**src/design/rns_cfg_pkg.sv**
```systemverilog
`default_nettype none

package rns_cfg_pkg;

  localparam int unsigned OPERAND_WIDTH = 300;
  localparam int unsigned WORD_WIDTH    = 30;
  localparam int unsigned BEATS         = OPERAND_WIDTH / WORD_WIDTH;
  localparam int unsigned NUM_MODULI    = 4;
  localparam int unsigned RESIDUE_WIDTH = 6;

  localparam int unsigned DEFAULT_MODULI [NUM_MODULI] = '{47, 53, 59, 61};

  // 2**(RESIDUE_WIDTH*index) mod modulus built up one doubling at a time
  function automatic int unsigned chunk_weight(input int unsigned index,
                                               input int unsigned modulus);
    int unsigned w;
    w = 1 % modulus;
    for (int unsigned i = 0; i < index * RESIDUE_WIDTH; i++)
    begin
      w = (w * 2) % modulus;
    end
    return w;
  endfunction

endpackage

`default_nettype wire

```
**src/design/rns_types_pkg.sv**
```systemverilog
`default_nettype none

package rns_types_pkg;

  typedef logic [rns_cfg_pkg::RESIDUE_WIDTH-1:0] residue_t;

  // Channel 0 sits in the low bits
  typedef residue_t [rns_cfg_pkg::NUM_MODULI-1:0] residue_vec_t;

  typedef logic [rns_cfg_pkg::OPERAND_WIDTH-1:0] operand_t;

  typedef enum logic [1:0]
  {
    IDLE   = 2'd0,
    LOAD   = 2'd1,
    REDUCE = 2'd2,
    DONE   = 2'd3
  } conv_state_t;

endpackage

`default_nettype wire

```
**src/design/operand_loader.sv**
```systemverilog
`default_nettype none

module operand_loader #(
  parameter int unsigned WIDTH      = rns_cfg_pkg::OPERAND_WIDTH,
  parameter int unsigned WORD_WIDTH = rns_cfg_pkg::WORD_WIDTH
) (
  input  wire logic                   clk,
  input  wire logic                   rst_n,
  input  wire logic                   load_clear,
  input  wire logic                   word_accept,
  input  wire logic [WORD_WIDTH-1:0]  word_data,
  output rns_types_pkg::operand_t     operand
);

  logic [WIDTH-1:0] shift_q;

  // Most significant word arrives first and ends up at the top
  always_ff @(posedge clk)
  begin
    if (!rst_n || load_clear)
    begin
      shift_q <= '0;
    end
    else if (word_accept)
    begin
      shift_q <= {shift_q[WIDTH-WORD_WIDTH-1:0], word_data};
    end
  end

  assign operand = shift_q;

endmodule

`default_nettype wire

```
**config.mk**
```make
export PLATFORM = sky130hd
export DESIGN_NAME = operand_loader
export DESIGN_NICKNAME = d
export VERILOG_FILES = /design/src/design/rns_cfg_pkg.sv /design/src/design/rns_types_pkg.sv /design/src/design/operand_loader.sv
export SDC_FILE = /design/constraint.sdc
export NUM_CORES = 1
export LEC_CHECK = 0
export BUFFER_PORTS_ARGS = -buffer_cell sky130_fd_sc_hd__buf_2
export CORE_MARGIN = 4
export CORE_UTILIZATION = 45
export CTS_BUF_LIST = sky130_fd_sc_hd__clkbuf_8
export CTS_CLUSTER_SIZE = 40
export DETAILED_ROUTE_END_ITERATION = 10
export PLACE_DENSITY = 0.68
export SYNTH_ARGS = -nofsm -noshare
export SYNTH_HDL_FRONTEND = slang
export SYNTH_SLANG_ARGS = --single-unit
```
**constraint.sdc**
```tcl
create_clock -name clk -period 1.3 [get_ports clk]
set_clock_uncertainty 0.2 [all_clocks]
set_input_delay 0 -clock clk [delete_from_list [all_inputs] [get_ports clk]]
set_output_delay 0 -clock clk [all_outputs]
set_load 0.02 [all_outputs]
```
* Yosys cells after proc, flatten, opt, wreduce, memory -nomap -nowiden
Index checks and enable logic that the tools add are counted.
** Storage, ports and cells
- Register bits after elaboration :: 300
- Input port bits :: 34
- Output and inout port bits :: 300
- Word-level logic and storage cells :: 3
** Operators by class
- Reductions and logical operators :: 2
** Operators by type and width (count)
- $logic_not A1 Y1 :: 1
- $logic_or A1 B1 Y1 :: 1

* Logic depth before layout (Yosys ltp)
- Depth in word-level cells :: 2
- Depth in mapped cells :: 5
- Depth with buffers taken out :: 2

* Worst setup path after synthesis
No wires, ideal clock.
- Kind :: input to register
- Start :: input port word_accept
- End :: register shift_q[116], in the netlist operand[116]
- Setup time :: 128 ps
- Arrival :: 628 ps
- Required time :: 972 ps
- Path slack :: 344 ps
- Stages :: 5
- Buffers on the path :: 3
- Cells stage by stage :: buf_6 buf_12 buf_12 mux2i_1 nor2_1
** RTL lines
- start: declaration :: line operand_loader.sv:10 : input wire logic word_accept,
- end signal: assignment :: line operand_loader.sv:26 : shift_q <= {shift_q[WIDTH-WORD_WIDTH-1:0], word_data};
- end: declaration :: line operand_loader.sv:15 : logic [WIDTH-1:0] shift_q;

* Worst setup path after layout
- Start :: register shift_q[49], in the netlist operand[49]
- End :: output port operand[49]
** RTL lines
- end: declaration :: line operand_loader.sv:12 : output rns_types_pkg::operand_t operand
No word-level cell between the ends.

==> impl_metrics.tcl <==
set metrics [dict create \
    drc_errors 0 \
    start_util_pct 46.2 \
    tritoncts "done" \
    drive_gt1_share_pct 49.4 \
    max_freq_mhz 798 \
    synth_cell_type_count 9 \
    diodes 0 \
    hold_viol_final 0 \
    tns_ns 0 \
    finalInstanceArea_um2 15000 \
    routedWlPerCell_um 16.1 \
    total_power_mw 17.7 \
    port_buffers 333 \
    hold_class "in2reg" \
    yosysWarnings 0 \
    fin_nets 1386 \
    fp.coreArea_um2 23700 \
    clock_sinks 300 \
    critPathMaxFanout 3 \
    final_cell_count_no_fill 1700 \
    yosys_register_bits 300 \
    start_kind "flip-flop" \
    clkTransAtPathRegs_ns 0.06 \
    maxCapViolCount 0 \
    yosysSeqAreaShare_pct 54.8 \
    peakVddDrop_v 0.000790 \
    grt_overflow 0 \
    placed_area_um2 12700 \
    largest_register_ffs 300 \
    detail-route-antenna-nets 0 \
    endpoint_kind "primary output" \
    fp.dieW_um 164 \
    fp-row-count 56 \
    drt_pass1_iterations 4 \
    vias_per_cell 4.80 \
    syn_nets 1002 \
    power.density_nw_per_um2 1180 \
    cts.htree.levels 2 \
    outcome "finished clean" \
    grt_pass1_wl_mm 42.2 \
    pin_count 334 \
    r2r_slack_ns 0.35 \
    drt_iter0_drc 400 \
    cts_buffers 48 \
    insertion_delay_ns 0.53 \
    fin_crit_ns 1.25 \
    slew_violations 0 \
    period_share_pct 96.4 \
    met2_usage_pct 32.7 \
    die_y_um 164 \
    grt_pass1_vias 7998 \
    grt_max_degree 45 \
    routed_wirelength_mm 27.5 \
    grtUsageTotal_pct 19.1 \
    met3_usage_pct 5.17 \
    detailedPlacementHpwl_mm 18.5 \
    dp.cells 1584 \
    worst-path-buf-inv 1 \
    leakagePower_nw 7.17 \
    setup_viol 0 \
    slew_headroom_pct 77.9 \
    cp.required_ns 1.10 \
    syn_area_per_cell_um2 11.3 \
    syn_area_um2 11000 \
    postSynthCellCount 968 \
    root_buffer "clkbuf_8" \
    path_cells "buf_4" \
    syn_to_final_growth_pct 37.1 \
    antenna_found_initial 0 \
    critPathTopFamily "flip-flops" \
    via_count 8159 \
    grt-busiest-layer "met2" \
    gp_congestion 0.775 \
    groute.layer.met1.usage_pct 23.2 \
    worstPathArrival_ns 1.05 \
    worst_slew_pin_slew_ns 0.331 \
    critPathMaxStageDelay_ns 0.36 \
    worst_path_max_delay_cell "dfxtp_1" \
    post-route-util_pct 63.4 \
    dieArea_um2 26900 \
    clk_path_buf_depth 3 \
    path_class "reg2out" \
]
-- synthesized netlist by cell type --
cell / count / area share (%)
dfxtp_1: 300 / 55
nor2_1: 300 / 10
nand2b_1: 1 / 0.057
clkbuf_1: 15 / 0.51
buf_12: 33 / 6.0
mux2i_1: 300 / 27
buf_6: 1 / 0.10
buf_1: 6 / 0.21
buf_2: 12 / 0.55
-- layout by cell type, fill, tap and decap left out --
cell,count
nand2b_4,1
buf_4,273
clkbuf_8,57
nor2_1,300
mux2i_1,300
buf_12,21
dfxtp_2,248
dfxtp_1,47
dlygate4sd3_1,33
buf_8,1
buf_2,59
clkinv_2,3
buf_6,14
inv_1,19
dfxtp_4,5
-- layer usage --
| metal | share of wire (%) | vias up |
|---|---|---|
| met2 | 49 | 251 |
| li1 | - | 4003 |
| met5 | 0 | - |
| met3 | 6.5 | 44 |
| met1 | 42 | 3861 |
| met4 | 2.3 | 0 |
-- cell families after synthesis --
group | after synthesis | synth area share [%]
multiplexers | 300 | 27.4
AND/OR/NAND/NOR | 301 | 10.3
flip-flops | 300 | 54.8
buffers and inverters | 67 | 7.40
-- final timing paths --
path,to,cells past startpoint,from
max reg2reg,operand[173]$_SDFFE_PP0P_,3,operand[143]$_SDFFE_PP0P_
max,operand[49],1,operand[49]$_SDFFE_PP0P_
min reg2reg,operand[293]$_SDFFE_PP0P_,2,operand[293]$_SDFFE_PP0P_
min,operand[5]$_SDFFE_PP0P_,4,word_data[5]
-- tightest hold or removal path: cells and delay by family --
family	cells	cell delay, ns
simple gates	1	0.07
mux	1	0.06
buf+inv	2	0.61
-- cell type report --
type	instances	area [um^2]
sequential	300	6330
clock buffer	57	785
timing repair buffer	401	3270
multi-input combinational	601	4140
fill	1872	8670
tap	319	399
clock inverter	22	86.3
-- report_power, final --
| group | internal (mW) | switching [mW] | leakage, nW | total [mW] |
|---|---|---|---|---|
| clock | 3.92 | 3.43 | 0.523 | 7.36 |
| sequential | 9.23 | 0.0370 | 2.55 | 9.27 |
| combinational | 0.510 | 0.544 | 4.10 | 1.05 |
-- metrics by stage --
stage / hold slack (ns) / worst slack [ns]
floorplan: -0.0528 / 0.344
global placement: 0.0347 / 0.183
detailed placement: 0.0418 / 0.157
CTS: 0.00613 / 0.0000135
global route: 0.0479 / -0.0161
finish: 0.0560 / 0.0473
-- repair_timing --
action	in CTS	in global routing
gates cloned	0	0
endpoints found under the hold margin	300	0
setup endpoints to repair	187	181
hold buffers	33	0
gates resized for setup	294	253
setup buffers	0	4
(Power assumes the default switching activity.)
