`config.mk`:
```
export PLATFORM = sky130hd
export DESIGN_NAME = conv_fsm
export DESIGN_NICKNAME = d
export VERILOG_FILES = /design/src/design/rns_cfg_pkg.sv /design/src/design/rns_types_pkg.sv /design/src/design/conv_fsm.sv
export SDC_FILE = /design/constraint.sdc
export NUM_CORES = 1
export LEC_CHECK = 0
export BUFFER_PORTS_ARGS = -buffer_cell sky130_fd_sc_hd__buf_2
export CORE_AREA = 2 2 39 41
export DETAILED_ROUTE_END_ITERATION = 10
export DIE_AREA = 0 0 41 43
export PLACE_DENSITY = 0.45
export SETUP_SLACK_MARGIN = 0.2
export SLEW_MARGIN = 30
export SYNTH_ARGS = -nofsm -noshare
export SYNTH_HDL_FRONTEND = slang
export SYNTH_SLANG_ARGS = --single-unit
```
`constraint.sdc`:
```
create_clock -name clk -period 4.12 [get_ports clk]
set_clock_uncertainty 0.1 [all_clocks]
set_input_delay 1.236 -clock clk [delete_from_list [all_inputs] [get_ports clk]]
set_output_delay 1.236 -clock clk [all_outputs]
set_load 0.01 [all_outputs]
```
`src/design/rns_cfg_pkg.sv`:
```
`default_nettype none

package rns_cfg_pkg;

  localparam int unsigned OPERAND_WIDTH = 300;
  localparam int unsigned WORD_WIDTH    = 30;
  localparam int unsigned BEATS         = OPERAND_WIDTH / WORD_WIDTH;
  localparam int unsigned NUM_MODULI    = 4;
  localparam int unsigned RESIDUE_WIDTH = 6;

  localparam int unsigned DEFAULT_MODULI [NUM_MODULI] = '{47, 53, 59, 61};

  // 2**(RESIDUE_WIDTH*index) mod modulus built up one doubling at a time
  function automatic int unsigned chunk_weight(input int unsigned index,
                                               input int unsigned modulus);
    int unsigned w;
    w = 1 % modulus;
    for (int unsigned i = 0; i < index * RESIDUE_WIDTH; i++)
    begin
      w = (w * 2) % modulus;
    end
    return w;
  endfunction

endpackage

`default_nettype wire

```
`src/design/rns_types_pkg.sv`:
```
`default_nettype none

package rns_types_pkg;

  typedef logic [rns_cfg_pkg::RESIDUE_WIDTH-1:0] residue_t;

  // Channel 0 sits in the low bits
  typedef residue_t [rns_cfg_pkg::NUM_MODULI-1:0] residue_vec_t;

  typedef logic [rns_cfg_pkg::OPERAND_WIDTH-1:0] operand_t;

  typedef enum logic [1:0]
  {
    IDLE   = 2'd0,
    LOAD   = 2'd1,
    REDUCE = 2'd2,
    DONE   = 2'd3
  } conv_state_t;

endpackage

`default_nettype wire

```
`src/design/conv_fsm.sv`:
```
`default_nettype none

module conv_fsm (
  input  wire logic clk,
  input  wire logic rst_n,
  input  wire logic start,
  input  wire logic word_valid,
  input  wire logic last_word,
  output logic      busy,
  output logic      done,
  output logic      cnt_clear,
  output logic      load_clear,
  output logic      word_accept,
  output logic      capture
);

  import rns_types_pkg::*;

  conv_state_t state_q;
  conv_state_t state_d;
  logic        start_ok;

  // Busy is low in IDLE and DONE so start is honoured in both
  assign start_ok    = start && !busy;
  assign cnt_clear   = start_ok;
  assign load_clear  = start_ok;
  assign word_accept = word_valid && (state_q == LOAD);
  assign capture     = (state_q == REDUCE);

  always_comb
  begin
    state_d = state_q;
    case (state_q)
      IDLE:
      begin
        if (start_ok)
        begin
          state_d = LOAD;
        end
      end
      LOAD:
      begin
        if (last_word)
        begin
          state_d = REDUCE;
        end
      end
      REDUCE:
      begin
        state_d = DONE;
      end
      DONE:
      begin
        state_d = start_ok ? LOAD : IDLE;
      end
      default:
      begin
        state_d = IDLE;
      end
    endcase
  end

  always_ff @(posedge clk)
  begin
    if (!rst_n)
    begin
      state_q <= IDLE;
      busy    <= 1'b0;
      done    <= 1'b0;
    end
    else
    begin
      state_q <= state_d;
      done    <= (state_q == REDUCE);
      if (start_ok)
      begin
        busy <= 1'b1;
      end
      else if (state_q == REDUCE)
      begin
        busy <= 1'b0;
      end
    end
  end

endmodule

`default_nettype wire

```
# Yosys cells after proc, flatten, opt, wreduce, memory -nomap -nowiden
# Cells that the tools add are included.
[totals] output_inout_bits=6 input_bits=5 elab_cells=20 regBits=4
[op_classes] muxes=6 eq_ne=5 reduce_logical=6
[ops] op="2-bit one-hot mux with 4 select lines" n=1
[ops] op="2-bit equality test (second input constant)" n=2
[ops] op="2-bit 2-to-1 mux" n=2
[ops] op="2-bit != test (second input constant)" n=2
[ops] op="1-bit 2-to-1 mux" n=3
[ops] op="2-bit by 1-bit equality test with 1-bit output (second input constant)" n=1
[ops] op="1-bit logical AND" n=2
[ops] op="2-bit zero test" n=1
[ops] op="2-bit AND reduction" n=1
[ops] op="2-bit nonzero test" n=1
[ops] op="1-bit zero test" n=1

# Depth between registers and ports, before layout
[depth] ltp_word=4 mapped_depth=6

# Worst setup path before layout
# No wires, ideal clock.
[synth_path] kind="input port to output port" start="in start" end="out load_clear" n_path_buf=1 path_stages=3 arrival_time_ns=1.543 setup_slack_ns=1.241 cell_sequence="nand2b_4 > inv_1 > buf_4"
[synth_between] elab_chain_cells=1
[synth_lines] element="start, declared" line_no="conv_fsm.sv:6" source="input wire logic start,"
[synth_lines] element="1-bit logical AND" line_no="conv_fsm.sv:24" source="assign start_ok = start && !busy;"
[synth_lines] element="end, declared" line_no="conv_fsm.sv:12" source="output logic load_clear,"
# Every way passes these cells.

# Worst setup path in the final report
[layout_path] start="in start" end="out cnt_clear"
[layout_between] elab_chain_cells=1
[layout_lines] element="1-bit logical AND" line_no="conv_fsm.sv:24"
[layout_lines] element="end, declared" line_no="conv_fsm.sv:11" source="output logic cnt_clear,"
# Every way passes these cells.

==> impl_metrics.env <==
export IMPL_outcome="complete, no violations"
export IMPL_setup_viol=0
export IMPL_drive_gt1_frac=0.410
export IMPL_instances_no_fill=55
export IMPL_post_synth_and_or_nand_nor_area_fraction=0.211
export IMPL_timing_max_slew_rel_slack=0.920
export IMPL_place_detailed_instances=52
export IMPL_clk_latency_ns=0.23
export IMPL_synthesized_flop_and_latch_total=4
export IMPL_ir_worst_vdd_v=0.000148
export IMPL_io_pins=11
export IMPL_crit_type="in -> out"
export IMPL_setup_slack_ns=1.17
export IMPL_synth_top_family_by_area="adder cells"
export IMPL_worstRegToRegCells=6
export IMPL_synth_top_cells_by_count="sky130_fd_sc_hd__ha_1 (5), sky130_fd_sc_hd__dfxtp_1 (4), sky130_fd_sc_hd__inv_1 (3)"
export IMPL_gpl_final_weighted_congestion=0.643
export IMPL_cts_tree="built"
export IMPL_cts_buffers_inserted=3
export IMPL_number_of_nets_with_antenna_violations_after_detailed_routing=0
export IMPL_tightestPinTransition_ns=0.116
export IMPL_netlist_area_leader_share=0.294
export IMPL_die_width_um=41
export IMPL_area_growth_synth_to_final_pct=31.2
export IMPL_cell_count_after_synthesis=27
export IMPL_cts_clk_slew_worst_paths_ns=0.04
export IMPL_post_layout_instance_area_um2=358
export IMPL_timing_critical_path_required_ns=2.78
export IMPL_final_min_period_over_clock_period=0.717
export IMPL_synth_top_area_cell="sky130_fd_sc_hd__dfxtp_1"
export IMPL_maximum_number_of_pins_on_one_net_before_global_route_repair=6
export IMPL_die_area_mm2=0.00176
export IMPL_cellPowerDensity_mw_per_mm2=618
export IMPL_drt_pass1_iterations=1
export IMPL_synth_edff_count=0
export IMPL_synthesis_yosys_warnings=0
export IMPL_die_h_um=43
export IMPL_area_share_of_fa_ha_maj_cells_after_synthesis=0.229
export IMPL_global_route_wire_length_before_repair_um=738
export IMPL_diodes=0
export IMPL_detailedRoute_firstIterationViolations=0
export IMPL_final_max_slew_viol_count=0
export IMPL_postSynth_topFlopCell="sky130_fd_sc_hd__dfxtp_1"
export IMPL_cts_root_buffer="sky130_fd_sc_hd__clkbuf_4"
export IMPL_final_period_minus_worst_setup_slack_ns=2.95
export IMPL_dpl_cell_area_um2=335
export IMPL_whs_path_depth=2
export IMPL_yosys_cell_count_top_type="sky130_fd_sc_hd__ha_1"
export IMPL_synth_xor_area_frac=0
export IMPL_min_delay_path_class="reg -> reg"
export IMPL_routed_wire_length_per_instance_um=7.91
export IMPL_ff2ff_setup_slack_ns=2.65
export IMPL_holdWs_ns=0.394
export IMPL_initial_core_util=0.197
export IMPL_yosys_mux_area_fraction=0.0367
export IMPL_share_of_the_synthesized_area_in_compound_gates_ao_oa_aoi_oai=0.161
export IMPL_tns_ns=0
export IMPL_layout_nets=51
export IMPL_grt_remaining_overflow=0
export IMPL_largest_buffer_count_on_any_clock_path=2
export IMPL_grt_pass1_vias=178
export IMPL_cts_resized=0
export IMPL_synth_seq_area_share=0.294
export IMPL_htreeDepth=1
export IMPL_end_kind="primary output"
export IMPL_cts_hold_buffers_added=0
export IMPL_routed_via_count=202
export IMPL_route_detailed_vias_per_inst=3.67
export IMPL_dp_slack_ns=1.15
export IMPL_wl_um=435
export IMPL_count_of_unique_library_cells_instantiated_by_yosys=17
export IMPL_worst_endpoint_arrival_ns=1.62
export IMPL_number_of_antenna_violations_at_the_first_check_in_global_routing=0
export IMPL_power_static_leakage_nw=0.184
export IMPL_critical_path_startpoint_type="input pin"
export IMPL_timing_hold_violations_final=0
export IMPL_synth_cell_area_um2=273
export IMPL_buffer_ports_inserted=10
export IMPL_synth_async_reset_ratio=0
export IMPL_grt_setup_unrepaired="false"
export IMPL_drc_errors=0
export IMPL_top_post_synthesis_cells_by_area="sky130_fd_sc_hd__dfxtp_1 (29%), sky130_fd_sc_hd__ha_1 (23%), sky130_fd_sc_hd__a21oi_4 (6.0%)"
export IMPL_max_clock_freq_mhz=338
export IMPL_row_count=14
export IMPL_synth_fp_nets=37
export IMPL_drv_max_cap_violation_count=0
export IMPL_coreArea_mm2=0.00138
export IMPL_post_cts_setup_buffer_count=0
export IMPL_cts_sink_count=4
export IMPL_synth_avg_cell_area_um2=10.1
export IMPL_grtUsageTotal=0.0732
export IMPL_crit_fanout=3
[critical path, cell delays in order]
cell and delay (ns):
sky130_fd_sc_hd__buf_2 0.11, sky130_fd_sc_hd__nand2b_4 0.08, sky130_fd_sc_hd__inv_1 0.06, sky130_fd_sc_hd__buf_2 0.13
[flip-flops by register name, summed over array words and instances (netlist names)]
name and cells:
done 1, state_q 2, busy 1
[stage by stage]
| stage | utilization | total power, mW |
|---|---|---|
| final | 0.259 | 0.221 |
| after global routing | 0.259 | 0.247 |
| after CTS | 0.259 | 0.227 |
| after detailed placement | 0.242 | 0.175 |
| after global placement | 0.242 | 0.176 |
| after floorplan | - | 0.151 |
[cells in the final DEF, fill, tap and decap left out]
cell type / instances
sky130_fd_sc_hd__a21boi_1: 1
sky130_fd_sc_hd__or2b_1: 1
sky130_fd_sc_hd__nor2b_2: 1
sky130_fd_sc_hd__ha_1: 5
sky130_fd_sc_hd__mux2i_1: 1
sky130_fd_sc_hd__dfxtp_1: 4
sky130_fd_sc_hd__nand3_1: 1
sky130_fd_sc_hd__nand2_1: 1
sky130_fd_sc_hd__nand2b_4: 1
sky130_fd_sc_hd__a21oi_4: 1
sky130_fd_sc_hd__nor2b_1: 1
sky130_fd_sc_hd__a21boi_0: 1
sky130_fd_sc_hd__buf_2: 10
sky130_fd_sc_hd__inv_1: 3
sky130_fd_sc_hd__a21o_1: 1
sky130_fd_sc_hd__clkbuf_4: 3
sky130_fd_sc_hd__o21ai_1: 1
sky130_fd_sc_hd__and2_1: 2
[logic make-up after synthesis]
kind of cell	after synthesis
flip-flops	4
multiplexers	1
adder cells (fa/ha/maj)	5
buffers and inverters	4
AO/OA/AOI/OAI	5
AND/OR/NAND/NOR	8
[power by group]
| group | total, mW | switching, mW | leakage [nW] | internal, mW |
|---|---|---|---|---|
| Combinational | 0.109 | 0.0540 | 0.137 | 0.0554 |
| Clock | 0.0486 | 0.0160 | 0.0138 | 0.0326 |
| Sequential | 0.0633 | 0.0116 | 0.0329 | 0.0517 |
| Total | 0.221 | 0.0816 | 0.184 | 0.140 |
[worst paths after layout]
kind,startpoint,end
max,start,cnt_clear
min,state_q[0],state_q[0]
max reg2reg,state_q[1],state_q[0]
min reg2reg,state_q[0],state_q[0]
[cell type report]
class	count	area, um2
multi-input cells	19	174
repair buffers	10	50.0
inverters	3	11.3
flip-flops and latches	4	80.1
well taps	16	20.0
clock buffers	3	22.5
fillers	156	1030
[metal layers]
metal  vias up  GRT usage  wire, um
li1        111          -         -
met1        83     0.0705       215
met2         8     0.0844       175
met3         0     0.0471        44
met4         0      0.100         0
met5         -          0         0
Note: power is estimated with default switching activity, not from simulation.
