**src/design/rns_cfg_pkg.sv**
```systemverilog
`default_nettype none

package rns_cfg_pkg;

  localparam int unsigned OPERAND_WIDTH = 300;
  localparam int unsigned WORD_WIDTH    = 30;
  localparam int unsigned BEATS         = OPERAND_WIDTH / WORD_WIDTH;
  localparam int unsigned NUM_MODULI    = 4;
  localparam int unsigned RESIDUE_WIDTH = 6;

  localparam int unsigned DEFAULT_MODULI [NUM_MODULI] = '{47, 53, 59, 61};

  // 2**(RESIDUE_WIDTH*index) mod modulus built up one doubling at a time
  function automatic int unsigned chunk_weight(input int unsigned index,
                                               input int unsigned modulus);
    int unsigned w;
    w = 1 % modulus;
    for (int unsigned i = 0; i < index * RESIDUE_WIDTH; i++)
    begin
      w = (w * 2) % modulus;
    end
    return w;
  endfunction

endpackage

`default_nettype wire

```
**src/design/beat_counter.sv**
```systemverilog
`default_nettype none

module beat_counter #(
  parameter int unsigned BEATS = rns_cfg_pkg::BEATS
) (
  input  wire logic clk,
  input  wire logic rst_n,
  input  wire logic cnt_clear,
  input  wire logic word_accept,
  output logic      last_word
);

  localparam int unsigned CNT_W = (BEATS > 1) ? $clog2(BEATS) : 1;

  logic [CNT_W-1:0] count_q;

  // High on the accepted word that completes the operand
  assign last_word = word_accept && (count_q == CNT_W'(BEATS - 1));

  always_ff @(posedge clk)
  begin
    if (!rst_n || cnt_clear)
    begin
      count_q <= '0;
    end
    else if (word_accept)
    begin
      if (last_word)
      begin
        count_q <= '0;
      end
      else
      begin
        count_q <= count_q + 1'b1;
      end
    end
  end

endmodule

`default_nettype wire

```
**config.mk**
```make
export PLATFORM = sky130hd
export DESIGN_NAME = beat_counter
export DESIGN_NICKNAME = d
export VERILOG_FILES = /design/src/design/rns_cfg_pkg.sv /design/src/design/beat_counter.sv
export SDC_FILE = /design/constraint.sdc
export NUM_CORES = 1
export LEC_CHECK = 0
export BUFFER_PORTS_ARGS = -buffer_cell sky130_fd_sc_hd__buf_2
export CAP_MARGIN = 5
export CELL_PAD_IN_SITES_DETAIL_PLACEMENT = 2
export CELL_PAD_IN_SITES_GLOBAL_PLACEMENT = 2
export CORE_AREA = 3 3 40 42
export DETAILED_ROUTE_END_ITERATION = 6
export DIE_AREA = 0 0 43 45
export GPL_ROUTABILITY_DRIVEN = 0
export HOLD_SLACK_MARGIN = 0.02
export MAX_ROUTING_LAYER = met4
export PLACE_DENSITY_LB_ADDON = 0.1
export SETUP_SLACK_MARGIN = 0.02
export SYNTH_ARGS = -nofsm -noshare
export SYNTH_HDL_FRONTEND = slang
export SYNTH_SLANG_ARGS = --single-unit
```
**constraint.sdc**
```tcl
create_clock -name clk -period 1.1 [get_ports clk]
set_clock_uncertainty 0.05 [all_clocks]
set_input_delay 0.11 -clock clk [delete_from_list [all_inputs] [get_ports clk]]
set_output_delay 0.11 -clock clk [all_outputs]
set_load 0.01 [all_outputs]
```
Word-level counts from Yosys, hierarchy flattened --
Index checks and enable logic that the tools add are counted.
Word-level totals: logic and storage cells 7, output and inout bits 1, bits in registers 4
Operators by class: $add $sub $neg 1, mux-type cells 1, equal/unequal tests 1, reductions and logical operators 3
Operators with widths (number):
- adder 4 x 1 -> 4 bit (second input constant) | 1
- == test 4 bit (second input constant) | 1
- two-way mux 4 bit | 1
- logical AND 1 bit | 1
- zero test 1 bit | 1
- logical OR 1 bit | 1

Depth between registers and ports, before layout --
Gate-level depths: netlist of run 1.
word-level depth 3, mapped depth 5, gate-level depth less buffers 5

Least setup slack after synthesis of run 1 --
OpenSTA, ideal clock, no wires.
kind register -> register, start register count_q[1], end register count_q[1], cell stages (with the launch flop) 5, required time 0.980 ns, clock period less this slack 0.999 ns, path buffers 0, setup slack 0.101 ns, arrival time 0.879 ns, cell sequence dfxtp_1 inv_1 ha_1 nand3b_1 a21oi_1
On the way: word-level cells in the longest chain between the ends 3, elaborated cells between the ends (all ways) 4, those cells by class add/sub (1); eq/ne (1); mux (1); reduce/logical (1)
Ends and longest elaborated chain:
- start, declared | line beat_counter.sv:15 | logic [CNT_W-1:0] count_q;
- start signal, assigned | line beat_counter.sv:34 | count_q <= count_q + 1'b1;
- parallel branches: the longest is 2 deep, another holds adder 4 x 1 -> 4 bit
- two-way mux 4 bit (*) | line beat_counter.sv:28 | if (last_word)
Every way passes the cells marked *. A chain may end at the register's enable or synchronous reset.

Worst setup path after layout of run 1 --
start register count_q[1], end output last_word
On the way: word-level cells in the longest chain between the ends 2
Ends and longest elaborated chain:
- == test 4 bit | line beat_counter.sv:18 | assign last_word = word_accept && (count_q == CNT_W'(BEATS - 1));
- logical AND 1 bit | line beat_counter.sv:18
- end, declared | line beat_counter.sv:10 | output logic last_word
Every way passes these cells.

==> results.txt, run 1 <==
Max H-tree Level: 1
Non-Filler Instances: 49
Initial DRC Count: 1
part of the cycle the worst path needs: 105.8%
grt ovf: 0
RSZ-0062 raised after global routing: yes
critical setup path kind: flip-flop to output port
Via density: 4.000
worst skew pair latency: 0.23 ns
global-route wire length before repair: 862 um
Top reg by flops: count_q
fin area: 332.8 um^2
Max Freq: 0.8590 GHz
max_slew headroom: 88.53%
drt first pass iters: 2
nets: 42
final worst hold slack: 0.1578 ns
syn_nets: 29
CP arrival: 1.00 ns
worst vdd ir: 0.3297 mV
max reg flops: 4
cts hold-fix bufs: 0
synthesis-stage register bit count: 4
setup violators final: 1
synthesized area per cell: 9.085 um^2
Die H: 45 um
CTS Sinks: 4
Hold/Removal Path Class: input pin to flip-flop
Final Worst Setup Slack: -0.06418 ns
Worst-Margin Slew: 0.1720 ns
placed cell area: 270.3 um^2
CP Data Required Time: 0.94 ns
Post-Route WL: 491 um
PortBufs: 4
die width: 43 um
vias in the first global route: 207
via count: 196
sequential area share after synthesis: 38.32%
failing checks: setup timing
starting density of the core: 16.26%
Worst setup EP type: output port
Max clock buf depth: 2
Hold Violations, Final: 0
DP HPWL: 405.9 um
share of post-route cells with drive strength above 1: 58.82%
DP Worst Slack: 0.01210 ns
Max-cap violations: 0
overall routing resource usage: 6.421%
CTS buffer count: 3
Synth Instances: 23
Final ANT Viol Nets: 0
Slew Limit Fails: 0
Startpoint Class: flip-flop
clock root buffer: clkbuf_4
placed cells: 45
Pleak: 0.0001428 uW
total power draw: 358.2 uW
most frequent cells in the layout: buf_2, buf_4, nand2b_1, clkbuf_4
WL per Instance: 10.02 um
initial antenna violation count: 0
area grow syn2layout: 59.28%
I/O pin total: 5
CTS tree: done
die area: 0.001935 mm^2
FP Rows: 13
status: finished, violations left
power density over the cells: 1076 mW/mm^2
Clock transition at path regs: 0.03 ns
Yosys cell types: 12
Core ar.: 0.001285 mm^2
Tmin final: 1.164 ns
ant diodes: 0
worst-path fanout max: 2
DRC Markers: 0
synthesized cell area: 209.0 um^2
Synth warnings: 0
largest net degree at the start of global routing: 8
biggest regs: count_q: 4 flops
## layout make-up
| cell class | count | area, um^2 |
|---|---|---|
| flip-flops and latches | 4 | 82.58 |
| multi-input cells | 17 | 151.4 |
| inverters | 2 | 7.507 |
| well taps | 15 | 18.77 |
| fillers | 147 | 952.2 |
| repair buffers | 8 | 50.05 |
| clock buffers | 3 | 22.52 |
## path summary, 6_finish.rpt
path	cells after the start	slack [ns]	startpoint	endpoint
worst max-delay path	5	-0.06	count_q[1]	last_word
worst min-delay path	3	0.16	word_accept	count_q[0]
worst max register to register	6	0.01	count_q[1]	count_q[1]
worst min register to register	2	0.49	count_q[2]	count_q[2]
## layer usage
layer / routed length, um / track usage (%) / up-vias
li1: - / - / 98
met1: 197 / 7.194 / 95
met2: 262 / 9.281 / 3
met3: 30 / 1.992 / 0
met4: 0 / 5.422 / 0
met5: 0 / - / -
## kinds of logic (layout without fill, tap and decap cells)
| logic type | after synthesis | count (layout) | share of synthesized area, % |
|---|---|---|---|
| simple gates | 11 | 11 | 32.93 |
| flops | 4 | 4 | 38.32 |
| fa+ha+maj | 2 | 2 | 11.97 |
| compound gates | 2 | 2 | 4.791 |
| xor+xnor | 2 | 2 | 8.385 |
| buf+inv | 2 | 13 | 3.594 |
## where the power goes
part / internal, uW / switching [uW]
clock network: 121 / 51.9
registers: 149 / 2.10
logic: 19.4 / 14.5
total: 290 / 68.6
## critical path, stage by stage, from the launching register on
cell	delay (ns)
dfxtp_2	0.32
inv_2	0.04
ha_4	0.14
nand4b_1	0.10
inv_1	0.05
buf_2	0.13
## stage by stage
stage	utilization (%)	setup TNS, ns
finish	25.90	-0.06418
global route	25.90	-0.3630
CTS	25.12	-0.07869
detailed placement	21.03	0
global placement	21.03	0
floorplan	-	0
## cell usage after synthesis
cell      count  area [um^2]
dfxtp_1       4        80.08
ha_1          2        25.02
nand2_1       1        3.750
inv_1         2        7.510
nand2b_1      4        25.02
nand4_1       1        6.260
nand4b_1      1        8.760
xor2_1        2        17.52
nor2_2        1        6.260
a21oi_1       2        10.01
nor2_1        1        3.750
nand3b_1      2        15.01
## timing repair
| item | in CTS | in global routing |
|---|---|---|
| pin swaps | 0 | 1 |
| buffers inserted | 1 | 0 |
| gates resized for setup | 7 | 2 |
| setup endpoints to repair | 3 | 5 |
(Power assumes the default switching activity.)
==> inputs of run 2 (changes only) <==
--- a/config.mk
+++ b/config.mk
@@ -7,15 +7,12 @@
 export LEC_CHECK = 0
 export BUFFER_PORTS_ARGS = -buffer_cell sky130_fd_sc_hd__buf_2
 export CAP_MARGIN = 5
-export CELL_PAD_IN_SITES_DETAIL_PLACEMENT = 2
-export CELL_PAD_IN_SITES_GLOBAL_PLACEMENT = 2
 export CORE_AREA = 3 3 40 42
 export DETAILED_ROUTE_END_ITERATION = 6
 export DIE_AREA = 0 0 43 45
 export GPL_ROUTABILITY_DRIVEN = 0
 export HOLD_SLACK_MARGIN = 0.02
 export MAX_ROUTING_LAYER = met4
-export PLACE_DENSITY_LB_ADDON = 0.1
 export SETUP_SLACK_MARGIN = 0.02
 export SYNTH_ARGS = -nofsm -noshare
 export SYNTH_HDL_FRONTEND = slang
==> constraint.sdc (replaced) <==
create_clock -name clk -period 1.1 [get_ports clk]
set_clock_uncertainty 0.05 [all_clocks]
set_input_delay 0 -clock clk [delete_from_list [all_inputs] [get_ports clk]]
set_output_delay 0 -clock clk [all_outputs]
set_load 0.01 [all_outputs]
==> run 2 against run 1 <==
Against the previous run:
- highest routed layer unchanged
- fmax increased by 7.2%
- cell count increased by 4.1%
- the flow now finishes without violations
- design area increased by 1.9%
- via count increased by 5.6%
==> results.txt, run 2 (synthesis results as in run 1) <==
Worst setup EP type: flip-flop
CP Data Required Time: 1.21 ns (+0.27 ns)
nets: 44 (+4.8%)
Max clock buf depth: 2 (unchanged)
worst-path fanout max: 3 (+1)
Pleak: 0.0001458 uW (+2.1%)
CTS Sinks: 4 (unchanged)
starting density of the core: 16.26% (unchanged)
CTS tree: done
Post-Route WL: 441 um (-10%)
Via density: 4.059 (+1.5%)
drt first pass iters: 4 (+2)
critical setup path kind: flip-flop to flip-flop
RSZ-0062 raised after global routing: yes
total negative slack: 0 ns (+0.06418 ns)
Initial DRC Count: 4 (+3)
DRC Markers: 0 (unchanged)
PortBufs: 4 (unchanged)
worst skew pair latency: 0.23 ns (about the same)
CP arrival: 1.20 ns (+0.20 ns)
most frequent cells in the layout: nand2b_1, buf_2, buf_4
die width: 43 um (unchanged)
reg2reg path depth: 6 (unchanged)
Die H: 45 um (unchanged)
setup violators final: 0 (-1)
Hold Path Depth: 3 (unchanged)
delay-heaviest family, CP: flip-flops
largest net degree at the start of global routing: 8 (unchanged)
total power draw: 362.6 uW (+1.2%)
NetSw: 70.41 uW (+2.7%)
switch share: 19.42% (+0.28 points)
max reg flops: 4 (unchanged)
Final ANT Viol Nets: 0 (unchanged)
biggest regs: count_q: 4 flops
I/O pin total: 5 (unchanged)
cell internal pwr: 292.2 uW (+0.90%)
Top reg by flops: count_q
max_slew headroom: 88.64% (+0.11 points)
Hold Violations, Final: 0 (unchanged)
FP Rows: 13 (unchanged)
WL per Instance: 8.647 um (-14%)
clock root buffer: clkbuf_4
Slew Limit Fails: 0 (unchanged)
crit-path cells: inv_2 > ha_4 > nand4b_1 > buf_4 > nand3b_1 > a21oi_2
CTS buffer count: 3 (unchanged)
worst vdd ir: 0.3362 mV (+2.0%)
Clk network pwr share: 48.5% (about the same)
Buf+Inv Stages, Crit Path: 2 (-1)
Hold/Removal Path Class: input pin to flip-flop
DP HPWL: 301.2 um (-26%)
share of post-route cells with drive strength above 1: 47.22% (-12 points)
Slowest-stage cell, CP: dfxtp_2
Startpoint Class: flip-flop
Reg power frac: 41.6% (-0.5 points)
power density over the cells: 1069 mW/mm^2 (-0.62%)
Max stage delay on crit path: 0.32 ns (about the same)
via count: 207 (+5.6%)
Gate power share: 9.8% (+0.3 points)
ant diodes: 0 (unchanged)
part of the cycle the worst path needs: 98.71% (-7.1 points)
Max-cap violations: 0 (unchanged)
die area: 0.001935 mm^2 (unchanged)
vias in the first global route: 216 (+4.3%)
grt ovf: 0 (unchanged)
overall routing resource usage: 5.998% (-0.42 points)
Tmin final: 1.086 ns (-0.07842 ns)
Worst-Margin Slew: 0.1698 ns (-0.002216 ns)
final core utilization: 26.39% (+0.49 points)
global-route wire length before repair: 772 um (-10%)
Max Freq: 0.9210 GHz (+7.2%)
Clock transition at path regs: 0.03 ns (about the same)
total stage count of the critical path: 6 (+1)
initial antenna violation count: 0 (unchanged)
Core ar.: 0.001285 mm^2 (unchanged)
area grow syn2layout: 62.28%
Max H-tree Level: 1 (unchanged)
status: complete, no violations
[run 2: path summary, 6_finish.rpt]
path	from	to	slack (ns)
worst max register to register	count_q[1]	count_q[0]	0.01
worst min-delay path	word_accept	count_q[1]	0.04
worst min register to register	count_q[3]	count_q[3]	0.48
worst max-delay path	count_q[1]	count_q[0]	0.01
[run 2: tightest hold or removal path, cell delays in order]
cell and delay [ns]:
buf_2 0.13, nand3b_1 0.08, a21oi_1 0.06
[run 2: per-layer routing]
layer | vias up | GRT usage, % | routed length (um)
met1 | 97 | 4.808 | 174
met5 | - | - | 0
li1 | 102 | - | -
met3 | 0 | 1.594 | 24
met4 | 0 | 7.229 | 0
met2 | 8 | 10.18 | 242
[run 2: power groups by stage]
stage / clock network (uW) / logic (uW) / registers, uW
6_report: 176 / 35.7 / 151
5_1_grt: 183 / 41.1 / 151
4_1_cts: 183 / 33.2 / 151
3_5_place_dp: 0 / 26.5 / 152
3_3_place_gp: 0 / 26.7 / 151
2_1_floorplan: 0 / 10.9 / 152
[run 2: stage by stage]
stage,area [um^2],setup slack [ns],hold slack [ns],instances
floorplan,209.0,0.1008,0.1090,23
global placement,270.3,0.03468,0.2511,45
detailed placement,270.3,0.04889,0.2567,45
CTS,335.3,0.01453,0.03456,51
global route,339.1,-0.08193,0.06497,51
finish,339.1,0.01424,0.04223,51
[run 2: cell type report]
type,instances,area (um^2)
Clock buffer,3,22.52
Tap cell,15,18.77
Fill cell,141,945.9
Timing Repair Buffer,10,70.07
Inverter,2,7.507
Sequential cell,4,82.58
Multi-Input combinational cell,17,137.6
[run 2: what timing repair did]
item	4_1_cts	5_1_grt
hold buffers	2	0
endpoints found under the setup margin	1	5
gates resized for setup	5	1
setup buffers	1	0
endpoints found under the hold margin	2	0
