<file path="src/design/rns_cfg_pkg.sv">
`default_nettype none

package rns_cfg_pkg;

  localparam int unsigned OPERAND_WIDTH = 300;
  localparam int unsigned WORD_WIDTH    = 30;
  localparam int unsigned BEATS         = OPERAND_WIDTH / WORD_WIDTH;
  localparam int unsigned NUM_MODULI    = 4;
  localparam int unsigned RESIDUE_WIDTH = 6;

  localparam int unsigned DEFAULT_MODULI [NUM_MODULI] = '{47, 53, 59, 61};

  // 2**(RESIDUE_WIDTH*index) mod modulus built up one doubling at a time
  function automatic int unsigned chunk_weight(input int unsigned index,
                                               input int unsigned modulus);
    int unsigned w;
    w = 1 % modulus;
    for (int unsigned i = 0; i < index * RESIDUE_WIDTH; i++)
    begin
      w = (w * 2) % modulus;
    end
    return w;
  endfunction

endpackage

`default_nettype wire

</file>
<file path="src/design/rns_types_pkg.sv">
`default_nettype none

package rns_types_pkg;

  typedef logic [rns_cfg_pkg::RESIDUE_WIDTH-1:0] residue_t;

  // Channel 0 sits in the low bits
  typedef residue_t [rns_cfg_pkg::NUM_MODULI-1:0] residue_vec_t;

  typedef logic [rns_cfg_pkg::OPERAND_WIDTH-1:0] operand_t;

  typedef enum logic [1:0]
  {
    IDLE   = 2'd0,
    LOAD   = 2'd1,
    REDUCE = 2'd2,
    DONE   = 2'd3
  } conv_state_t;

endpackage

`default_nettype wire

</file>
<file path="src/design/wide_mod_reduce.sv">
`default_nettype none

module wide_mod_reduce #(
  parameter int unsigned WIDTH   = rns_cfg_pkg::OPERAND_WIDTH,
  parameter int unsigned MODULUS = 47
) (
  input  wire logic                    clk,
  input  wire logic                    rst_n,
  input  wire rns_types_pkg::operand_t operand,
  input  wire logic                    capture,
  output rns_types_pkg::residue_t      residue
);

  import rns_cfg_pkg::*;

  localparam int unsigned NCHUNK  = (WIDTH + RESIDUE_WIDTH - 1) / RESIDUE_WIDTH;
  localparam int unsigned PAD_W   = NCHUNK * RESIDUE_WIDTH;
  localparam int unsigned NLEAF   = 1 << $clog2(NCHUNK);
  localparam int unsigned CHUNK_MAX = (1 << RESIDUE_WIDTH) - 1;

  // Worst case with every chunk all ones and every weight MODULUS-1
  localparam int unsigned SUM_MAX = NCHUNK * CHUNK_MAX * (MODULUS - 1);
  localparam int unsigned SUM_W   = $clog2(SUM_MAX + 1);

  // Weight of one chunk position which is 2**6 mod MODULUS
  localparam int unsigned FOLD_W  = chunk_weight(1, MODULUS);

  function automatic int unsigned fold_step(input int unsigned bound);
    return CHUNK_MAX + (bound >> RESIDUE_WIDTH) * FOLD_W;
  endfunction

  // Fold until below 2*MODULUS, or until a fold no longer shrinks the bound
  function automatic int unsigned count_folds(input int unsigned bound);
    int unsigned b;
    int unsigned n;
    b = bound;
    n = 0;
    while (b >= 2 * MODULUS && fold_step(b) < b)
    begin
      b = fold_step(b);
      n++;
    end
    return n;
  endfunction

  function automatic int unsigned bound_after(input int unsigned bound,
                                              input int unsigned folds);
    int unsigned b;
    b = bound;
    for (int unsigned i = 0; i < folds; i++)
    begin
      b = fold_step(b);
    end
    return b;
  endfunction

  localparam int unsigned NFOLD = count_folds(SUM_MAX);
  // One subtract for the default moduli and more only for small ones
  localparam int unsigned NSUB  = bound_after(SUM_MAX, NFOLD) / MODULUS;

  localparam logic [SUM_W-1:0] MOD_S  = SUM_W'(MODULUS);
  localparam logic [SUM_W-1:0] FOLD_S = SUM_W'(FOLD_W);

  logic [PAD_W-1:0] padded;
  logic [SUM_W-1:0] node [2*NLEAF-1];
  logic [SUM_W-1:0] fold [NFOLD+1];
  logic [SUM_W-1:0] sub  [NSUB+1];

  assign padded = PAD_W'(operand);

  // Leaves of the adder tree with node[0] as the root
  for (genvar i = 0; i < NLEAF; i++)
  begin : g_leaf
    if (i < NCHUNK)
    begin : g_chunk
      localparam logic [RESIDUE_WIDTH-1:0] W = RESIDUE_WIDTH'(chunk_weight(i, MODULUS));
      assign node[NLEAF-1+i] = padded[i*RESIDUE_WIDTH +: RESIDUE_WIDTH] * W;
    end
    else
    begin : g_pad
      assign node[NLEAF-1+i] = '0;
    end
  end

  for (genvar j = 0; j < NLEAF - 1; j++)
  begin : g_tree
    assign node[j] = node[2*j+1] + node[2*j+2];
  end

  assign fold[0] = node[0];

  for (genvar k = 0; k < NFOLD; k++)
  begin : g_fold
    assign fold[k+1] = fold[k][RESIDUE_WIDTH-1:0] + (fold[k] >> RESIDUE_WIDTH) * FOLD_S;
  end

  assign sub[0] = fold[NFOLD];

  for (genvar k = 0; k < NSUB; k++)
  begin : g_sub
    assign sub[k+1] = (sub[k] >= MOD_S) ? sub[k] - MOD_S : sub[k];
  end

  always_ff @(posedge clk)
  begin
    if (!rst_n)
    begin
      residue <= '0;
    end
    else if (capture)
    begin
      residue <= RESIDUE_WIDTH'(sub[NSUB]);
    end
  end

endmodule

`default_nettype wire

</file>
<file path="config.mk">
export PLATFORM = sky130hd
export DESIGN_NAME = wide_mod_reduce
export DESIGN_NICKNAME = d
export VERILOG_FILES = /design/src/design/rns_cfg_pkg.sv /design/src/design/rns_types_pkg.sv /design/src/design/wide_mod_reduce.sv
export SDC_FILE = /design/constraint.sdc
export NUM_CORES = 1
export LEC_CHECK = 0
export BUFFER_PORTS_ARGS = -buffer_cell sky130_fd_sc_hd__buf_2
export CORE_MARGIN = 2
export CORE_UTILIZATION = 37
export CTS_BUF_LIST = sky130_fd_sc_hd__clkbuf_4 sky130_fd_sc_hd__clkbuf_8
export DETAILED_ROUTE_END_ITERATION = 8
export RECOVER_POWER = 50
export SLEW_MARGIN = 20
export SYNTH_ARGS = -nofsm -noshare
export SYNTH_HDL_FRONTEND = slang
export SYNTH_SLANG_ARGS = --single-unit
</file>
<file path="constraint.sdc">
create_clock -name clk -period 29.2 [get_ports clk]
set_input_delay 1.46 -clock clk [delete_from_list [all_inputs] [get_ports clk]]
set_output_delay 1.46 -clock clk [all_outputs]
set_load 0.01 [all_outputs]
</file>
Word-level counts from Yosys, hierarchy flattened
Index checks and enable logic that the tools add are counted.
{ "totals": {"word_cells": 106, "output_inout_bits": 6, "regBits": 6} }
{ "op_classes": {"multipliers": 45, "add_sub_neg": 58, "magnitude_cmp": 1, "muxes": 1} }
{ "op_table": {"columns": ["cell", "n"], "rows": [
  ["$add 18x18->18", 24],
  ["$mul 6x5->11 const B", 14],
  ["$mul 12x5->17 const B", 8],
  ["$add 6x17->18", 6],
  ["$mul 6x2->8 const B", 8],
  ["$mul 6x3->9 const B", 7],
  ["$mul 6x4->10 const B", 6],
  ["$add 11x11->12", 4],
  ["$add 6x18->18", 2],
  ["$add 12x10->13", 2],
  ["$add 11x9->12", 2],
  ["$add 6x11->12", 2],
  ["$add 9x11->12", 2],
  ["$mul 6x6->12 const B", 2],
  ["$add 10x10->11", 2],
  ["$ge 18x6->1 const B", 1],
  ["$add 10x12->13", 1],
  ["$add 11x12->13", 1],
  ["$add 12x11->13", 1],
  ["$add 12x6->13", 1],
  ["$add 7x12->13", 1],
  ["$add 9x12->13", 1],
  ["$add 11x7->12", 1],
  ["$add 8x11->12", 1],
  ["5 further kinds", 5]
]} }

Depth between registers and ports, before layout
Gate-level depths: netlist of run 1.
{ "depth": {"ltp_word": 25, "mapped_depth": 126, "ltp_nobuf": 126} }

Worst setup path after synthesis of run 1
Ideal clock, no wire load.
{ "synth_path": {"kind": "input to register", "from": "in operand[198]", "to": "reg residue[1]", "path_stages": 112, "arrival_ns": 28.470, "setup_time_ns": 0.088, "path_slack_ns": 0.642, "cell_sequence": "fa_1 -> ha_1 -> fa_1 -> ha_1 -> inv_1 -> fa_1 -> fa_1 -> inv_1 -> ha_1 -> a21o_1 -> a21oi_1 -> xnor2_1 -> fa_1 -> inv_1 -> fa_1 -> fa_1 -> fa_1 -> fa_1 -> [... 76 more ...] -> ha_1 -> inv_1 -> fa_1 -> nor2_1 -> o31ai_1 -> or4_4 -> a31oi_4 -> ha_1 -> ha_1 -> ha_1 -> ha_1 -> inv_1 -> nor2_1 -> or2_2 -> a21oi_1 -> o211ai_1 -> or2_2 -> a311oi_2"} }
{ "synth_via": {"elab_chain_len": 25, "word_cells_on_any_way": 26, "cone_classes": "15 x add/sub; 9 x mul; 1 x order compare; 1 x mux"} }
{ "synth_lines": {"columns": ["item", "line", "source"], "rows": [
  ["start: declaration", "wide_mod_reduce.sv:9", "input wire rns_types_pkg::operand_t operand,"],
  ["$mul 6x3->9 (*)", "wide_mod_reduce.sv:77", "assign node[NLEAF-1+i] = padded[i*RESIDUE_WIDTH +: RESIDUE_WIDTH] * W;"],
  ["$add 11x11->12 (*)", "wide_mod_reduce.sv:87", "assign node[j] = node[2*j+1] + node[2*j+2];"],
  ["$add 18x18->18 (*) (5 in series)", "wide_mod_reduce.sv:87", null],
  ["$mul 12x5->17", "wide_mod_reduce.sv:94", "assign fold[k+1] = fold[k][RESIDUE_WIDTH-1:0] + (fold[k] >> RESIDUE_WIDTH) * FOLD_S;"],
  ["$add 6x17->18 (*)", "wide_mod_reduce.sv:94", null],
  ["$mul 12x5->17", "wide_mod_reduce.sv:94", null],
  ["$add 6x17->18 (*)", "wide_mod_reduce.sv:94", null],
  ["$mul 12x5->17", "wide_mod_reduce.sv:94", null],
  ["[... 5 more ...]", null, null],
  ["$mul 12x5->17", "wide_mod_reduce.sv:94", null],
  ["$add 6x18->18 (*)", "wide_mod_reduce.sv:94", null],
  ["$mul 12x5->17", "wide_mod_reduce.sv:94", null],
  ["$add 6x18->18 (*)", "wide_mod_reduce.sv:94", null],
  ["$mul 12x5->17", "wide_mod_reduce.sv:94", null],
  ["$add 6x17->18 (*)", "wide_mod_reduce.sv:94", null],
  ["$ge 18x6->1 / $sub 6x6->6 (equally long branches)", "wide_mod_reduce.sv:101", "assign sub[k+1] = (sub[k] >= MOD_S) ? sub[k] - MOD_S : sub[k];"],
  ["$mux 6 (*)", "wide_mod_reduce.sv:101", null],
  ["end signal: assignment", "wide_mod_reduce.sv:112", "residue <= RESIDUE_WIDTH'(sub[NSUB]);"],
  ["end: declaration", "wide_mod_reduce.sv:11", "output rns_types_pkg::residue_t residue"]
]} }
Every way passes the cells marked *; elsewhere a longest branch is shown, timed or not.
A chain may end at the register's enable or synchronous reset.

Final worst setup path of run 1
Same ends and word-level chain as after synthesis.

==> results.cfg, run 1 <==
[synth]
post-synth-top-area-fraction_pct = 32.85
yosysUniqueCellTypes = 72
postSynthRegisterBits = 6
synthCells = 3224
synth_enable_flop_cells = 0
synth.yosys.seq_area_share_pct = 0.4018
synth_ff_type = dfxtp_1
yosys-top-cells-area = ha_1 33%, fa_1 31%, inv_1 11%
netlist.top_cell.by_area = ha_1
postSynth.asyncResetShare_pct = 0
syn_area_per_cell_um2 = 9.273
synthesis.area_um2 = 29900
yosys_warnings = 0

[sta]
final_period_minus_worst_setup_slack_ns = 28.20
timing_hold_violations_final = 0
report.final.slew_viol_count = 0
setup-tns-final_ns = 0
final_min_period_over_clock_period_pct = 96.59
fin_skew_ns = 0
maxSlewHeadroom_pct = 64.07
timing_worst_slew_pin_value_ns = 0.5371
layout_setup_ws_ns = 0.9959
max_clock_freq_ghz = 0.03546
setup_viol = 0

[die]
initial_util_pct = 37.24
placeableCoreArea_um2 = 80290
io_pins = 309
die_extent_in_x_um = 288.3
die_height_um = 288.3
floorplan.die_area_um2 = 83090
placementRows = 104

[flow_run]
max_cap_violations = 0

[worst_setup_path]
timing.critical_path.max_delay_family = adder cells
critPathKind = in -> reg
timing.critical_path.fanout_max = 5
worstSetupStartpointType = input port
worst_setup_path_end_kind = flip-flop
cpMostUsedCell = ha_1
critical_path_required_ns = 29.34
cp_data_arrival_time_ns = 28.34
slowest_delay_ns = 0.62
critPathSlowestCell = fa_1
crit_buf_inv = 11

[global_routing]
grt_pass1_wl_mm = 116.1
grt_remaining_overflow = 0
grt_start_max_net_pins = 16
grt.total_usage_pct = 17.73
first_global_vias = 22340
grt_antenna_before_repair = 2

[routing]
routed_wl_mm = 73.45
detail_route.iter0.violations = 759
detailroute.via_count = 21970
post-route-drc-count = 0
wl_per_cell_um = 15.58
drtAntennaViolNets = 0
avgViaCountPerCell = 4.660
drt_pre_antenna_iters = 5

[clock_tree]
h_tree_level_count = 1
tritoncts.num_buffers = 3
cts_root_buffer = clkbuf_8
cts_tree = yes
hold_buffers = 0
clock_sinks = 6
worstSkewPairLatency_ns = 0.23
clockBufferDepth = 2
clk_transition_reported_paths_ns = 0.04

[outcome]
run_status = finished, final reports clean

[layout]
biggestRegsByFlops = residue x6
area.growth.synth_to_final_pct = 13.74
nets = 5202
largest_register_ff_count = 6
layout.filler_cells = 8007
postLayoutCoreUtil_pct = 42.36
register_bank_with_the_most_flops = residue
final_layout_size_suffix_gt1_share_pct = 13.91

[placed_design]
finalWeightedCongestion = 0.9157
port_bufs = 308
post-place-ws_ns = -0.1635
place_hpwl_mm = 70.07

[worst_hold_path]
hp-class = reg -> reg
repair_timing:
item	4_1_cts	5_1_grt
setup endpoints to repair	1	6
setup buffers	0	14
pin swaps	0	59
resized for setup	1	69
metrics by stage:
stage	hold WS, ns	instance area (um2)	instances
2_1_floorplan	0.5336	29900	3226
3_3_place_gp	0.5024	33550	4696
6_report	0.5094	34010	4714
4_1_cts	0.5162	33590	4699
5_1_grt	0.5400	34010	4714
3_5_place_dp	0.5060	33550	4696
cells in the final DEF, fill, tap and decap left out, types with 7 or more instances in the layout:
master	n
ha_4	9
a21oi_1	206
nand2_1	39
o21bai_1	86
nor2_1	81
buf_2	303
nand2b_1	13
xor2_1	90
o21a_1	16
nor3_1	12
o21ai_1	14
a21o_1	105
nor2b_1	30
o211ai_1	12
inv_1	844
buf_4	121
xnor2_1	198
ha_1	772
o21ai_0	61
nand3_1	16
and2_1	7
a211oi_1	7
fa_1	456
a21oi_2	16
cell families (layout without fill, tap and decap cells):
group,count (synthesis),in the layout,share of synthesized area [%]
xor gates and xnor gates,294,294,8.613
muxes,3,3,0.1046
other,1,4,0.01254
buffers and inverters,852,1279,10.71
and+or+nand+nor,247,247,4.252
AOI/OAI and AO/OA,576,576,12.29
DFF,6,6,0.4018
adders and majority gates,1245,1245,63.62
routing by layer:
metal	wire (um)	up-vias	GRT usage (%)	part of all wire, %
li1	-	11230	-	-
met1	34150	10390	24.45	46
met2	35400	305	30.88	48
met3	2936	38	1.825	4.0
met4	954	2	1.904	1.3
met5	12	-	0	0.016
Yosys cell counts (all sizes together), types with 2 or more instances:
cell type and count:
a211o 5, a211oi 10, a21boi 5, a21o 105, a21oi 223, a22oi 2, a311oi 2, a31oi 7
a32oi 2, and2 7, and3 2, clkbuf 4, dfxtp 6, fa 459, ha 785, inv 847
mux2i 2, nand2 40, nand2b 13, nand3 16, nand3b 2, nand4 4, nor2 84, nor2b 31
nor3 14, nor3b 2, nor4 7, o2111ai 3, o211ai 12, o21a 16, o21ai 78, o21bai 86
o22a 2, o311a 2, o31a 2, o31ai 3, o41a 3, or2 10, or3 8, or3b 2
or4 2, xnor2 201, xor2 93
tightest hold or removal path: stages, from the launching register on:
cell and delay, ns:
dfxtp_1 0.32, a31oi_1 0.08, nand3_1 0.07
final timing paths:
check | cells past startpoint | from | end | slack (ns)
setup / recovery | 113 | operand[198] | residue[1] | 1.0
hold / removal | 2 | residue[4] | residue[4] | 0.51
setup reg to reg | 2 | residue[3] | residue[3] | 28.49
hold reg to reg | 2 | residue[4] | residue[4] | 0.51
cell type report:
class | count | area, um2 | area share (%)
Tap cell | 1060 | 1326 | 3.900
Timing Repair Buffer | 429 | 2444 | 7.186
Clock buffer | 3 | 41.29 | 0.1214
Sequential cell | 6 | 120.1 | 0.3532
Inverter | 847 | 3179 | 9.349
Multi-Input combinational cell | 2368 | 26890 | 79.08
Antenna cell | 1 | 2.502 | 0.007359
Power of run 1 is left out: the tool's default activity adds up to more than one toggle a clock period on the data nets, which glitch-free logic cannot reach.
==> inputs of run 2 (changes only) <==
- ABC_AREA: unset -> 1
==> results.cfg, run 2 <==
[synth]
post-synth-top-area-fraction_pct = 32.34
yosys_warnings = 0
postSynthRegisterBits = 6
yosysUniqueCellTypes = 46
synth.yosys.seq_area_share_pct = 0.3955
synthTopCellsByCount = 1030 x inv_1, 785 x ha_1, 459 x fa_1
synthCells = 3542
synthesis.area_um2 = 30370
netlist.top_cell.by_area = ha_1
syn_area_per_cell_um2 = 8.574
synthMostInstantiatedCell = inv_1
synth_ff_type = dfxtp_1
postSynth.asyncResetShare_pct = 0
yosys-top-cells-area = ha_1 32%, fa_1 30%, inv_1 13%
synth_enable_flop_cells = 0

[sta]
maxSlewHeadroom_pct = 61.99
final_period_minus_worst_setup_slack_ns = 27.58
max_clock_freq_ghz = 0.03626
timing_hold_violations_final = 0
final_min_period_over_clock_period_pct = 94.44
timing_worst_slew_pin_value_ns = 0.5641
layout_setup_ws_ns = 1.623
fin_skew_ns = 0
report.final.slew_viol_count = 0
holdWs_ns = 0.4795
setup_viol = 0

[clock_tree]
cts_root_buffer = clkbuf_8
clk_transition_reported_paths_ns = 0.04
h_tree_level_count = 1
worstSkewPairLatency_ns = 0.22
clock_sinks = 6
cts_tree = yes
tritoncts.num_buffers = 3
clockBufferDepth = 2

[worst_setup_path]
cp_data_arrival_time_ns = 27.69
cpMostUsedCell = ha_1
timing.critical_path.fanout_max = 5
critical_path_required_ns = 29.32
setup.reg_to_reg.worst_slack_ns = 28.53
worst_setup_path_end_kind = flip-flop
critPathKind = in -> reg
setup.worst_path.end = residue[4]
r2r_end = residue[5]
worst_r2r_startpoint = residue[5]
crit_path_start = operand[198]
critPathSlowestCell = fa_1
reg2reg_depth = 4
slowest_delay_ns = 0.61
worstSetupStartpointType = input port

[routing]
drt_pre_antenna_iters = 5
avgViaCountPerCell = 4.594
post-route-drc-count = 0
drtAntennaViolNets = 0
wl_per_cell_um = 14.80
detailroute.via_count = 22680
detail_route.iter0.violations = 799
routed_wl_mm = 73.05

[layout]
final_layout_size_suffix_gt1_share_pct = 11.02
finish.cell_count_without_fillers = 4937
layout.cells.most_common_list = 1030 x inv_1, 770 x ha_1, 457 x fa_1
layout.cells.most_common = inv_1
nets = 5414
largest_register_ff_count = 6
biggestRegsByFlops = residue x6
area.growth.synth_to_final_pct = 10.99
register_bank_with_the_most_flops = residue
postLayoutCoreUtil_pct = 41.25

[die]
placementRows = 105
floorplan.die_area_um2 = 84380
placeableCoreArea_um2 = 81720
die_extent_in_x_um = 290.5
die_height_um = 290.5
initial_util_pct = 37.16
io_pins = 309

[placed_design]
place_hpwl_mm = 70.05
dp_cells = 4922
post-place-ws_ns = -0.002606
finalWeightedCongestion = 0.8799
port_bufs = 308

[global_routing]
grt_pass1_wl_mm = 119.7
grt_antenna_before_repair = 6
grt.total_usage_pct = 17.67
grt_remaining_overflow = 0
first_global_vias = 23430
grt_start_max_net_pins = 12

[worst_hold_path]
depth_of_the_worst_hold_timing_path = 2
hp-class = reg -> reg

[flow_run]
max_cap_violations = 0

[outcome]
run_status = finished, final reports clean
run 2: through the flow:
stage	TNS [ns]	area (um2)
floorplan	0	30380
global placement	0	33260
detailed placement	-0.002606	33260
CTS	0	33300
global route	-1.401	33710
finish	0	33710
run 2: logic make-up after synthesis:
group / after synthesis / share of synthesized area (%)
adder cells (fa/ha/maj): 1244 / 62.60
AO/OA/AOI/OAI: 396 / 7.313
XOR/XNOR: 286 / 8.249
other: 1 / 0.01235
flip-flops: 6 / 0.3955
buffers and inverters: 1037 / 12.83
AND/OR/NAND/NOR: 572 / 8.599
run 2: cell type report:
| cell class | count | area [um2] |
|---|---|---|
| Fill cell | 8298 | 48010 |
| Multi-Input combinational cell | 2502 | 26700 |
| Inverter | 1036 | 3889 |
| Timing Repair Buffer | 318 | 1609 |
| Tap cell | 1070 | 1339 |
| Sequential cell | 6 | 120.1 |
| Clock buffer | 3 | 41.29 |
| Antenna cell | 2 | 5.005 |
run 2: worst max-delay path, delay by kind of cell:
kind,cells,cell delay [ns]
xor+xnor,7,1.23
fa+ha+maj,45,16.98
simple gates,33,3.20
buf+inv,15,0.96
compound gates,26,3.83
run 2: what timing repair did:
item	4_1_cts	5_1_grt
buffers inserted	0	9
gates resized for setup	0	65
setup endpoints to repair	0	6
hold buffers	0	0
run 2: worst min-delay path by stage:
stage | start | end | slack, ns
floorplan | residue[1] | residue[1] | 0.49
global placement | residue[3] | residue[3] | 0.47
detailed placement | residue[3] | residue[3] | 0.47
CTS | residue[3] | residue[3] | 0.47
global route | residue[3] | residue[3] | 0.50
finish | residue[3] | residue[3] | 0.48
run 2: routing by layer:
layer | routed length, um | up-vias | global-route usage (%)
li1 | - | 11620 | -
met1 | 34730 | 10660 | 25.05
met2 | 35020 | 368 | 30.81
met3 | 2816 | 26 | 1.216
met4 | 433 | 8 | 0.9857
met5 | 47 | - | 0
Power of run 2 is left out for the same reason.
